$ cat src/nx_constants_pkg.sv
// Mesh constants
// Sizes, command codes and node identifiers

`default_nettype none

package nx_constants_pkg;

    // ==========================================================
    // Node addressing
    // ==========================================================

    // Row and column fields of a node address
    localparam int ROW_WIDTH    = 4;
    localparam int COLUMN_WIDTH = 4;

    // Width of the command field
    localparam int COMMAND_WIDTH = 2;

    // ==========================================================
    // Aggregator sizing
    // ==========================================================

    // One aggregator per mesh column
    localparam int COLUMNS = 4;

    // Output state held by each aggregator
    localparam int AGG_OUTPUTS      = 32;
    localparam int SLOT_WIDTH       = 8;
    localparam int SLOTS            = 4;
    localparam int SLOT_INDEX_WIDTH = 2;

    // Full message word
    localparam int MESSAGE_WIDTH = 31;

    // ==========================================================
    // Types
    // ==========================================================

    // Message commands
    typedef enum logic [COMMAND_WIDTH-1:0] {
        NODE_COMMAND_LOAD    = 2'd0,
        NODE_COMMAND_SIGNAL  = 2'd1,
        NODE_COMMAND_CONTROL = 2'd2,
        NODE_COMMAND_TRACE   = 2'd3
    } node_command_t;

    // Node address, row above column
    typedef struct packed {
        logic [ROW_WIDTH-1:0]    row;
        logic [COLUMN_WIDTH-1:0] column;
    } node_id_t;

endpackage : nx_constants_pkg

`default_nettype wire

$ cat src/nx_message_pkg.sv
// Mesh message formats
// Header, routing view and output-state view of a message

`default_nettype none

package nx_message_pkg;

    // ==========================================================
    // Field widths
    // ==========================================================

    // Header is target address plus command
    localparam int HEADER_WIDTH = nx_constants_pkg::ROW_WIDTH
                                + nx_constants_pkg::COLUMN_WIDTH
                                + nx_constants_pkg::COMMAND_WIDTH;

    // Everything below the header
    localparam int PAYLOAD_WIDTH = nx_constants_pkg::MESSAGE_WIDTH - HEADER_WIDTH;

    // Unused tail of an output message
    localparam int SPARE_WIDTH = PAYLOAD_WIDTH
                               - 1
                               - nx_constants_pkg::SLOT_INDEX_WIDTH
                               - (2 * nx_constants_pkg::SLOT_WIDTH);

    // ==========================================================
    // Message header
    // ==========================================================

    typedef struct packed {
        nx_constants_pkg::node_id_t      target;
        nx_constants_pkg::node_command_t command;
    } node_header_t;

    // ==========================================================
    // Message decodings
    // ==========================================================

    // Routing view, payload left opaque
    typedef struct packed {
        node_header_t               header;
        logic [PAYLOAD_WIDTH-1:0]   payload;
    } node_raw_t;

    // Output-state view, a SIGNAL message bound for an aggregator
    typedef struct packed {
        node_header_t                                  header;
        logic                                          bypass;
        logic [nx_constants_pkg::SLOT_INDEX_WIDTH-1:0] slot;
        logic [nx_constants_pkg::SLOT_WIDTH-1:0]       data;
        logic [nx_constants_pkg::SLOT_WIDTH-1:0]       mask;
        logic [SPARE_WIDTH-1:0]                        spare;
    } node_aggout_t;

    // One word, two decodings
    typedef union packed {
        node_raw_t    raw;
        node_aggout_t aggout;
    } node_message_t;

endpackage : nx_message_pkg

`default_nettype wire

$ cat src/nx_aggregator.sv
// Column output aggregator
// Captures output state, forwards all other traffic

`timescale 1ns/1ps
`default_nettype none

module nx_aggregator #(
      parameter int COLUMN = 0
) (
      input  logic                                          i_clk
    , input  logic                                          i_rst_n
    // Messages from this column of the mesh
    , input  nx_message_pkg::node_message_t                 i_inbound_data
    , input  logic                                          i_inbound_valid
    , output logic                                          o_inbound_ready
    // Messages from the previous aggregator
    , input  nx_message_pkg::node_message_t                 i_passthrough_data
    , input  logic                                          i_passthrough_valid
    , output logic                                          o_passthrough_ready
    // Merged forwarding stream
    , output nx_message_pkg::node_message_t                 o_outbound_data
    , output logic                                          o_outbound_valid
    , input  logic                                          i_outbound_ready
    // Captured output state
    , output logic [nx_constants_pkg::AGG_OUTPUTS-1:0]      o_outputs
    , output logic                                          o_idle
);

    // ==========================================================
    // Signals
    // ==========================================================

    // Column this aggregator answers to
    logic [nx_constants_pkg::COLUMN_WIDTH-1:0]       column_id;

    // Output message detect and slot decode
    logic                                            is_output;
    logic [nx_constants_pkg::SLOTS-1:0]              slot_hit;

    // Output state, one byte per slot
    logic [nx_constants_pkg::SLOTS-1:0][nx_constants_pkg::SLOT_WIDTH-1:0] slots_q;

    // Arbiter inputs, 0 from the column, 1 from the chain
    nx_message_pkg::node_message_t [1:0]             comb_data;
    logic [1:0]                                      comb_valid;
    logic [1:0]                                      comb_ready;

    // ==========================================================
    // Output message detect
    // ==========================================================

    assign column_id = COLUMN[nx_constants_pkg::COLUMN_WIDTH-1:0];

    // Row not compared
    // anything travelling down this column is captured
    assign is_output = i_inbound_valid
                    && (i_inbound_data.aggout.header.target.column == column_id)
                    && (i_inbound_data.aggout.header.command
                        == nx_constants_pkg::NODE_COMMAND_SIGNAL)
                    && !i_inbound_data.aggout.bypass;

    // One-hot slot select, empty when no capture
    always_comb begin
        slot_hit = '0;
        slot_hit[i_inbound_data.aggout.slot] = is_output;
    end

    // ==========================================================
    // Output state
    // ==========================================================

    // Masked merge into the addressed slot
    for (genvar idx = 0; idx < nx_constants_pkg::SLOTS; idx++) begin : gen_slot
        always_ff @(posedge i_clk) begin
            if (!i_rst_n) begin
                slots_q[idx] <= '0;
            end else if (slot_hit[idx]) begin
                slots_q[idx] <= (i_inbound_data.aggout.data & i_inbound_data.aggout.mask)
                              | (slots_q[idx] & ~i_inbound_data.aggout.mask);
            end
        end
    end

    // Slot 0 in the low byte
    assign o_outputs = slots_q;

    // ==========================================================
    // Forwarding merge
    // ==========================================================

    // Non-output column traffic
    assign comb_data[0]  = i_inbound_data;
    assign comb_valid[0] = i_inbound_valid && !is_output;

    // Output messages never stall
    assign o_inbound_ready = is_output || comb_ready[0];

    // Upstream chain traffic
    assign comb_data[1]        = i_passthrough_data;
    assign comb_valid[1]       = i_passthrough_valid;
    assign o_passthrough_ready = comb_ready[1];

    nx_stream_arbiter u_arbiter (
          .i_clk            ( i_clk            )
        , .i_rst_n          ( i_rst_n          )
        , .i_inbound_data   ( comb_data        )
        , .i_inbound_valid  ( comb_valid       )
        , .o_inbound_ready  ( comb_ready       )
        , .o_outbound_data  ( o_outbound_data  )
        , .o_outbound_valid ( o_outbound_valid )
        , .i_outbound_ready ( i_outbound_ready )
    );

    // ==========================================================
    // Idle
    // ==========================================================

    // Nothing arriving, nothing held
    assign o_idle = !i_inbound_valid && !i_passthrough_valid && !o_outbound_valid;

endmodule : nx_aggregator

`default_nettype wire

$ cat src/nx_aggregator_chain.sv
// Aggregator chain
// Bottom row of the mesh, neighbour input to host output

`timescale 1ns/1ps
`default_nettype none

module nx_aggregator_chain (
      input  logic                              i_clk
    , input  logic                              i_rst_n
    // Per-column inbound streams
    , input  nx_message_pkg::node_message_t [nx_constants_pkg::COLUMNS-1:0] i_column_data
    , input  logic [nx_constants_pkg::COLUMNS-1:0]                         i_column_valid
    , output logic [nx_constants_pkg::COLUMNS-1:0]                         o_column_ready
    // From the neighbouring chain
    , input  nx_message_pkg::node_message_t     i_chain_data
    , input  logic                              i_chain_valid
    , output logic                              o_chain_ready
    // Towards the host
    , output nx_message_pkg::node_message_t     o_host_data
    , output logic                              o_host_valid
    , input  logic                              i_host_ready
    // Output state, column k in field k
    , output logic [nx_constants_pkg::COLUMNS*nx_constants_pkg::AGG_OUTPUTS-1:0] o_outputs
    , output logic                              o_idle
);

    // ==========================================================
    // Chain links
    // ==========================================================

    // Link k feeds aggregator k
    // last link leaves for the host
    nx_message_pkg::node_message_t [nx_constants_pkg::COLUMNS:0] link_data;
    logic [nx_constants_pkg::COLUMNS:0]                          link_valid;
    logic [nx_constants_pkg::COLUMNS:0]                          link_ready;

    // Per-aggregator idle flags
    logic [nx_constants_pkg::COLUMNS-1:0]                        column_idle;

    // Head of the chain
    assign link_data[0]  = i_chain_data;
    assign link_valid[0] = i_chain_valid;
    assign o_chain_ready = link_ready[0];

    // Tail of the chain
    assign o_host_data  = link_data[nx_constants_pkg::COLUMNS];
    assign o_host_valid = link_valid[nx_constants_pkg::COLUMNS];
    assign link_ready[nx_constants_pkg::COLUMNS] = i_host_ready;

    // ==========================================================
    // Aggregators
    // ==========================================================

    for (genvar col = 0; col < nx_constants_pkg::COLUMNS; col++) begin : gen_column
        nx_aggregator #(
              .COLUMN              ( col                      )
        ) u_aggregator (
              .i_clk               ( i_clk                    )
            , .i_rst_n             ( i_rst_n                  )
            // Own column
            , .i_inbound_data      ( i_column_data[col]       )
            , .i_inbound_valid     ( i_column_valid[col]      )
            , .o_inbound_ready     ( o_column_ready[col]      )
            // Previous link
            , .i_passthrough_data  ( link_data[col]           )
            , .i_passthrough_valid ( link_valid[col]          )
            , .o_passthrough_ready ( link_ready[col]          )
            // Next link
            , .o_outbound_data     ( link_data[col+1]         )
            , .o_outbound_valid    ( link_valid[col+1]        )
            , .i_outbound_ready    ( link_ready[col+1]        )
            // State
            , .o_outputs           ( o_outputs[col*nx_constants_pkg::AGG_OUTPUTS +:
                                               nx_constants_pkg::AGG_OUTPUTS] )
            , .o_idle              ( column_idle[col]         )
        );
    end

    // ==========================================================
    // Idle
    // ==========================================================

    // Idle only when every stage is idle
    assign o_idle = &column_idle;

endmodule : nx_aggregator_chain

`default_nettype wire

$ cat src/nx_stream_arbiter.sv
// Two-way round-robin stream merge
// Single registered output stage

`timescale 1ns/1ps
`default_nettype none

module nx_stream_arbiter (
      input  logic                                i_clk
    , input  logic                                i_rst_n
    // Inbound streams, index 0 and 1
    , input  nx_message_pkg::node_message_t [1:0] i_inbound_data
    , input  logic [1:0]                          i_inbound_valid
    , output logic [1:0]                          o_inbound_ready
    // Merged outbound stream
    , output nx_message_pkg::node_message_t       o_outbound_data
    , output logic                                o_outbound_valid
    , input  logic                                i_outbound_ready
);

    // ==========================================================
    // Signals
    // ==========================================================

    // Output register
    nx_message_pkg::node_message_t out_data_q;
    logic                          out_valid_q;

    // Round-robin pointer, the input that wins a tie
    logic                          pointer_q;

    // Arbitration
    logic                          can_load;
    logic                          select;
    logic [1:0]                    grant;
    logic                          load;

    // ==========================================================
    // Arbitration
    // ==========================================================

    // Register free, or emptied this cycle
    assign can_load = !out_valid_q || i_outbound_ready;

    // Tie goes to the pointer
    // otherwise whichever input is valid
    always_comb begin
        if (i_inbound_valid[0] && i_inbound_valid[1]) begin
            select = pointer_q;
        end else begin
            select = i_inbound_valid[1];
        end
    end

    // One-hot grant, only for a valid input
    assign grant[0] = i_inbound_valid[0] && (select == 1'b0);
    assign grant[1] = i_inbound_valid[1] && (select == 1'b1);

    // Both inputs stalled under back-pressure
    assign o_inbound_ready = grant & {2{can_load}};

    // A transfer into the output register
    assign load = |o_inbound_ready;

    // ==========================================================
    // Pointer
    // ==========================================================

    // Move past the winner on each accepted input
    always_ff @(posedge i_clk) begin
        if (!i_rst_n) begin
            pointer_q <= 1'b0;
        end else if (load) begin
            pointer_q <= ~select;
        end
    end

    // ==========================================================
    // Output register
    // ==========================================================

    // Valid bit, cleared by reset
    always_ff @(posedge i_clk) begin
        if (!i_rst_n) begin
            out_valid_q <= 1'b0;
        end else if (can_load) begin
            // Refill or drain
            out_valid_q <= load;
        end
    end

    // Payload, held while stalled
    always_ff @(posedge i_clk) begin
        if (load) begin
            out_data_q <= i_inbound_data[select];
        end
    end

    assign o_outbound_data  = out_data_q;
    assign o_outbound_valid = out_valid_q;

endmodule : nx_stream_arbiter

`default_nettype wire

$ cat config.mk
export PLATFORM = sky130hd
export DESIGN_NAME = nx_aggregator_chain
export DESIGN_NICKNAME = d
export VERILOG_FILES = /design/src/nx_constants_pkg.sv /design/src/nx_message_pkg.sv /design/src/nx_aggregator.sv /design/src/nx_aggregator_chain.sv /design/src/nx_stream_arbiter.sv
export SDC_FILE = /design/constraint.sdc
export NUM_CORES = 1
export LEC_CHECK = 0
export ABC_AREA = 1
export BUFFER_PORTS_ARGS = -buffer_cell sky130_fd_sc_hd__buf_2
export CELL_PAD_IN_SITES_DETAIL_PLACEMENT = 1
export CELL_PAD_IN_SITES_GLOBAL_PLACEMENT = 1
export CORE_UTILIZATION = 40
export CTS_BUF_LIST = sky130_fd_sc_hd__clkbuf_4 sky130_fd_sc_hd__clkbuf_8
export CTS_CLUSTER_DIAMETER = 30
export CTS_CLUSTER_SIZE = 8
export DETAILED_ROUTE_END_ITERATION = 12
export PLACE_DENSITY = 0.87
export SLEW_MARGIN = 25
export SYNTH_ARGS = -nofsm -noshare
export SYNTH_HDL_FRONTEND = slang
export SYNTH_SLANG_ARGS = --single-unit
$ cat constraint.sdc
create_clock -name i_clk -period 3.2 [get_ports i_clk]
set_input_delay 0.32 -clock i_clk [delete_from_list [all_inputs] [get_ports i_clk]]
set_output_delay 0.32 -clock i_clk [all_outputs]
set_load 0.02 [all_outputs]
==> results_dict.tcl, run 1 <==
set metrics [dict create \
    synthFlopType "dfxtp_1" \
    endpoint_kind "primary output" \
    drt_wl_total_microns 35100 \
    drive_above_1_share_pct 32.0 \
    vias 9536 \
    ys_ff_latch 260 \
    fin_worst_skew_ps 38.0 \
    slowest_delay_ps 400 \
    drc 0 \
    synthToLayoutAreaGrowth_pct 30.7 \
    rsz0062_at_grt "no" \
    antenna_found_initial 0 \
    via_per_inst 5.17 \
    fmax_mhz 392 \
    cp_common_cell "buf_2" \
    grt_pass1_vias 10197 \
    crit_chain "buf_2 > nor4_1 > nand2_2 > nand3_1 > nand2_1 > inv_2 > buf_4 > o21ai_0 > buf_2" \
    cap_viol_max_count 0 \
    cts_buffers 55 \
    gp_congestion 0.845 \
    required_ps 2880 \
    nNetsFinal 1627 \
    io_buffers 328 \
    clock_path_buffers 3 \
    syn-num-nets 1274 \
    status "complete, no violations" \
    fin_util_pct 53.3 \
    drtPass1Iterations 5 \
    timing.final.hold_violations 0 \
    hold_ws_ps 29.1 \
    vdd_drop_max_mv 0.321 \
    hpwl_microns 25400 \
    yosys_warnings 0 \
    wl_per_cell_microns 19.0 \
    setup_viol 0 \
    drt-initial-drc-count 466 \
    tritoncts "built" \
    grt_pass1_wl_microns 54100 \
    num-fill-cells 3065 \
    ant_nets 0 \
    htreeDepth 2 \
    dieHeight_microns 165 \
    tightest_slew_ps 891 \
    layout_min_cycle_time_ps 2550 \
    power_leakage_nw 6.54 \
    netlist_instances 1111 \
    crit_path_max_fanout 52 \
    tns_ps 0 \
    clock_latency_ps 570 \
    io_pins 329 \
    min_path_type "in -> reg" \
    die_w_microns 165 \
    cts_post_setup_buffers_inserted 0 \
    final_cell_count_no_fill 1846 \
    synth_edf_count 124 \
    grt_max_degree 94 \
    fin_ws_ps 651 \
    fin_crit_sh_pct 79.7 \
    core.rowCount 59 \
    cts_sinks 260 \
    ys_types 32 \
    place_area_sq_mm 0.0125 \
    crit_type "in -> out" \
    fp.coreArea_sq_mm 0.0261 \
    syn_avg_cell_area_sq_um 9.56 \
    p_total_mw 8.54 \
    postSynth.asyncResetShare_pct 0 \
    power.density_mw_per_mm2 614 \
    startpoint_type "input port" \
    preCtsSetupSlack_ps 628 \
    cts-root-buf "clkbuf_8" \
    timing.slew.headroom_pct 40.6 \
    crit_family "simple AND/OR/NAND/NOR gates" \
    initial_core_util_pct 40.8 \
    syn_area_sq_mm 0.0106 \
    crit_slowest_cell "buf_4" \
    worst-path-buf-inv 4 \
    clk_pin_slew_ps 60 \
    grt_use_total_pct 25.6 \
    worst_ep_arrival_time_ps 2230 \
    antenna_cells 0 \
    slew_viol_final 0 \
    placed_cells 1731 \
    fin_area_sq_mm 0.0139 \
    seq_area_frac_synth_pct 60.7 \
    die_area_sq_mm 0.0272 \
    grt_overflow_total 0 \
]
==> per-layer routing <==
metal	up-vias	global-route usage (%)	part of all wire [%]
li1	4557	-	-
met1	4595	29.3	40
met2	324	47.0	52
met3	60	5.80	6.0
met4	0	7.84	2.0
met5	-	0	0
==> worst paths after layout <==
kind / startpoint / slack, ps / cells after the start / end
max: i_column_data[56] / 650 / 9 / o_column_ready[1]
min: i_chain_data[30] / 30 / 3 / flip-flop
max reg2reg: gen_column[2].u_aggregator.u_arbiter.pointer_q$_SDFFE_PN0P_ / 1090 / 11 / flip-flop
min reg2reg: gen_column[1].u_aggregator.u_arbiter.pointer_q$_SDFFE_PN0P_ / 470 / 2 / gen_column[1].u_aggregator.u_arbiter.pointer_q$_SDFFE_PN0P_
==> area by class of cell <==
| type | instances | area (sq um) | area share (%) |
|---|---|---|---|
| repair buffers | 350 | 1850 | 13.3 |
| flip-flops and latches | 260 | 6450 | 46.4 |
| well taps | 335 | 419 | 3.02 |
| multi-input cells | 698 | 3560 | 25.6 |
| inverters | 99 | 372 | 2.67 |
| clock buffers | 78 | 1000 | 7.23 |
| clock inverters | 26 | 248 | 1.78 |
==> tightest hold or removal path, delay by kind of cell <==
kind	cells	cell delay [ps]
buf+inv	1	70
simple gates	2	100
==> cells by family (layout without fill, tap and decap cells) <==
| kind of cell | after synthesis | after routing | share of synthesized area [%] |
|---|---|---|---|
| multiplexers | 17 | 17 | 1.80 |
| AND/OR/NAND/NOR | 360 | 360 | 14.3 |
| flip-flops | 260 | 260 | 60.7 |
| buffers and inverters | 153 | 553 | 5.90 |
| AO/OA/AOI/OAI | 321 | 321 | 17.3 |
==> Yosys cell counts (6+ instances only) <==
cell / number / area share (%)
a311oi_1: 40 / 3.3
nand2_1: 205 / 7.2
buf_1: 9 / 0.32
edfxtp_1: 124 / 35
nor2_1: 115 / 4.1
a21oi_1: 129 / 6.1
buf_2: 14 / 0.66
nand3_1: 13 / 0.61
dfxtp_1: 136 / 26
inv_1: 94 / 3.3
clkbuf_1: 21 / 0.74
o211a_1: 16 / 1.5
nand2_2: 6 / 0.35
o21ai_0: 134 / 6.3
mux2_2: 17 / 1.8
buf_4: 9 / 0.64
==> cells in the final DEF (no fill, tap or decap), types with 2 or more instances in the layout <==
cell	netlist	layout
o21ai_0	134	134
clkinv_2	0	9
nand3_1	13	13
buf_4	9	10
nand2_2	6	7
nand2_1	205	204
edfxtp_1	124	124
clkbuf_4	0	11
o211a_1	16	16
clkinv_1	1	3
clkinv_4	0	7
mux2_2	17	17
dfxtp_1	136	136
a21oi_1	129	129
inv_2	4	4
clkbuf_8	0	67
bufinv_16	0	3
nor3_4	4	4
clkinvlp_4	0	2
nand3_2	2	2
a311oi_1	40	40
dlygate4sd3_1	0	11
nor2_2	2	2
buf_2	14	328
inv_6	0	2
nand2_4	3	3
inv_1	94	94
nor4_1	4	4
nor2_1	115	115
==> power by group <==
part / internal, mW / switching [mW]
clock: 2.31 / 1.55
combinational: 0.257 / 0.557
sequential: 3.78 / 0.0823
total: 6.35 / 2.19
==> repair_timing <==
action / CTS / global route
gates resized for setup: 0 / 0
endpoints found under the hold margin: 11 / 0
hold buffers: 11 / 0
(Power assumes the default switching activity.)
==> run 2: changes to the inputs <==
--- a/config.mk
+++ b/config.mk
@@ -9,12 +9,12 @@
 export BUFFER_PORTS_ARGS = -buffer_cell sky130_fd_sc_hd__buf_2
 export CELL_PAD_IN_SITES_DETAIL_PLACEMENT = 1
 export CELL_PAD_IN_SITES_GLOBAL_PLACEMENT = 1
-export CORE_UTILIZATION = 40
+export CORE_UTILIZATION = 36
 export CTS_BUF_LIST = sky130_fd_sc_hd__clkbuf_4 sky130_fd_sc_hd__clkbuf_8
 export CTS_CLUSTER_DIAMETER = 30
 export CTS_CLUSTER_SIZE = 8
 export DETAILED_ROUTE_END_ITERATION = 12
-export PLACE_DENSITY = 0.87
+export PLACE_DENSITY = 0.83
 export SLEW_MARGIN = 25
 export SYNTH_ARGS = -nofsm -noshare
 export SYNTH_HDL_FRONTEND = slang
==> constraint.sdc (replaced) <==
create_clock -name i_clk -period 2 [get_ports i_clk]
set_input_delay 0.2 -clock i_clk [delete_from_list [all_inputs] [get_ports i_clk]]
set_output_delay 0.2 -clock i_clk [all_outputs]
set_load 0.02 [all_outputs]
==> run 2 against run 1 <==
  * The flow now finishes with violations (setup timing)
  * Die area rose by 11%
  * Count of clock-buffer cells in the layout rose by 6
  * Critical path depth rose by 1
  * Clock skew is 0.92 ps lower
  * Hold slack better by 17 ps
  * Routed wire length is 25% higher
  * Total power grew 90%
  * Global-route usage is 2.9 points higher
  * Sequential power grew 61%
  * Non-clock buffer count is 163 higher
  * First-iteration DRC count increased by 20%
  * Via count grew 13%
  * Critical path type is now reg -> out
  * Largest cell class unchanged
  * Largest power group is now clock
==> results_dict.tcl, run 2 (same netlist as run 1, synthesis figures left out) <==
set metrics [dict create \
    timing.final.hold_violations 0 \
    die_area_sq_mm 0.0302 \
    grt_pass1_vias 11951 \
    core.rowCount 62 \
    drc 0 \
    clock_path_buffers 3 \
    cp_common_cell "nand2_4" \
    drt_wl_total_microns 43900 \
    layout_min_cycle_time_ps 2060 \
    tightest_slew_ps 698 \
    min_path_type "in -> reg" \
    place_area_sq_mm 0.0129 \
    fin_area_sq_mm 0.0161 \
    endpoint_kind "primary output" \
    dieHeight_microns 174 \
    vias 10805 \
    cap_viol_max_count 0 \
    hp-start "i_column_data[52]" \
    p_sw_mw 4.20 \
    crit_slowest_cell "dfxtp_2" \
    ff2ff_path_depth 14 \
    cts_buffers 67 \
    cts-root-buf "clkbuf_8" \
    required_ps 1800 \
    combPwrFrac_pct 11.0 \
    worst_ep_arrival_time_ps 1860 \
    grt_max_degree 78 \
    crit_chain "inv_2 > nor2_4 > inv_2 > nand3_4 > nand2_4 > nand2_4 > nand2_4 > nand3_2 > o21ai_2 > buf_4" \
    crit_type "reg -> out" \
    clk_pin_slew_ps 60 \
    tritoncts "built" \
    grt_overflow_total 0 \
    layout_commonest_cell "buf_2" \
    clock_latency_ps 580 \
    timing.slew.headroom_pct 53.4 \
    slew_viol_final 0 \
    slowest_delay_ps 320 \
    synthToLayoutAreaGrowth_pct 51.8 \
    min_path_cells 3 \
    setup_viol 5 \
    rsz0062_at_grt "yes" \
    status "finished, violations left" \
    grt_pass1_wl_microns 67300 \
    initial_core_util_pct 36.8 \
    fp.coreArea_sq_mm 0.0289 \
    die_w_microns 174 \
    via_per_inst 5.19 \
    layout_common_cells "buf_2, nand2_1, o21ai_0, dfxtp_1, a21oi_1" \
    cts_sinks 260 \
    power.density_mw_per_mm2 1000 \
    switching_share_pct 26.0 \
    pwr-share-seq_pct 38.3 \
    vdd_drop_max_mv 0.843 \
    antenna_found_initial 5 \
    htreeDepth 3 \
    fin_crit_sh_pct 103 \
    fin_ws_ps -60.2 \
    crit_path_max_fanout 4 \
    drive_above_1_share_pct 33.9 \
    rrSetupSlack_ps -30 \
    violations "setup timing" \
    gp_congestion 0.839 \
    wl_per_cell_microns 21.1 \
    fmax_mhz 485 \
    tns_ps -160 \
    io_buffers 328 \
    power_leakage_nw 7.50 \
    p_clk_share_pct 50.8 \
    fin_worst_skew_ps 37.1 \
    drt-initial-drc-count 559 \
    drtPass1Iterations 7 \
    p_int_mw 12.0 \
    hpwl_microns 26000 \
    nNetsFinal 1802 \
    ant_nets 0 \
    grt_use_total_pct 28.5 \
    startpoint_type "flip-flop" \
    io_pins 329 \
]
run 2: cell count changes in the layout (fill, tap and decap cells not counted), moves of 7 or more:
cell,change
dlygate4sd3_1,+111
buf_12,+8
buf_4,+46
bufinv_16,+9
clkinvlp_4,+7
run 2: what timing repair did:
item                                    4_1_cts  5_1_grt
hold buffers                                122        0
endpoints found under the setup margin        5        8
cloned                                        0        1
pin swaps                                    10        6
setup buffers                                18        9
hold endpoints to repair                    160        0
resized for setup                            31       10
run 2: per-layer routing:
layer  share of wire [%]  wire length, microns  global-route usage [%]  up-vias
met2                  52                 23000                    52.4      452
met1                  37                 16400                    30.3     5282
li1                    -                     -                       -     4919
met3                 5.5                  2420                    6.36      150
met5               0.030                    13                       0        -
met4                 4.8                  2100                    15.1        2
run 2: cell type report:
cell class,count,area [sq um]
Fill cell,3318,12700
Sequential cell,260,6450
Multi-Input combinational cell,698,3670
Timing Repair Buffer,513,3490
Clock buffer,84,1090
Clock inverter,40,571
Tap cell,384,480
Inverter,99,374
Antenna cell,4,10.0
run 2: per-stage QoR:
stage / total power, mW / utilization (%) / worst slack (ps) / hold WS [ps] / instances
floorplan: 7.00 / - / -23.8 / 315 / 1111
global placement: 7.60 / 44.6 / 38.0 / 431 / 1804
detailed placement: 7.66 / 44.6 / -105 / 442 / 1804
CTS: 16.1 / 55.4 / -44.2 / 2.62 / 2068
global route: 16.7 / 55.9 / -139 / 20.1 / 2081
finish: 16.2 / 55.9 / -60.2 / 45.7 / 2082
run 2: power by group through the flow:
stage / registers, mW / clock network (mW) / logic (mW)
floorplan: 6.34 / 0 / 0.652
detailed placement: 6.28 / 0 / 1.38
finish: 6.20 / 8.23 / 1.78
global route: 6.22 / 8.59 / 1.90
CTS: 6.18 / 8.22 / 1.65
global placement: 6.27 / 0 / 1.33
run 2: how the worst max path moves through the flow:
stage                              endpoint  depth (start not counted)
after floorplan                   flip-flop                         13
after global placement            flip-flop                         15
after detailed placement          flip-flop                         15
after CTS                 o_column_ready[0]                         12
after global routing      o_column_ready[1]                          9
final                     o_column_ready[1]                         10
run 2: worst max-delay path, delay by kind of cell (launching register included):
family / cells / cell delay, ps
AO/OA/AOI/OAI: 1 / 150
flip-flops: 1 / 320
AND/OR/NAND/NOR: 6 / 510
buffers and inverters: 3 / 320
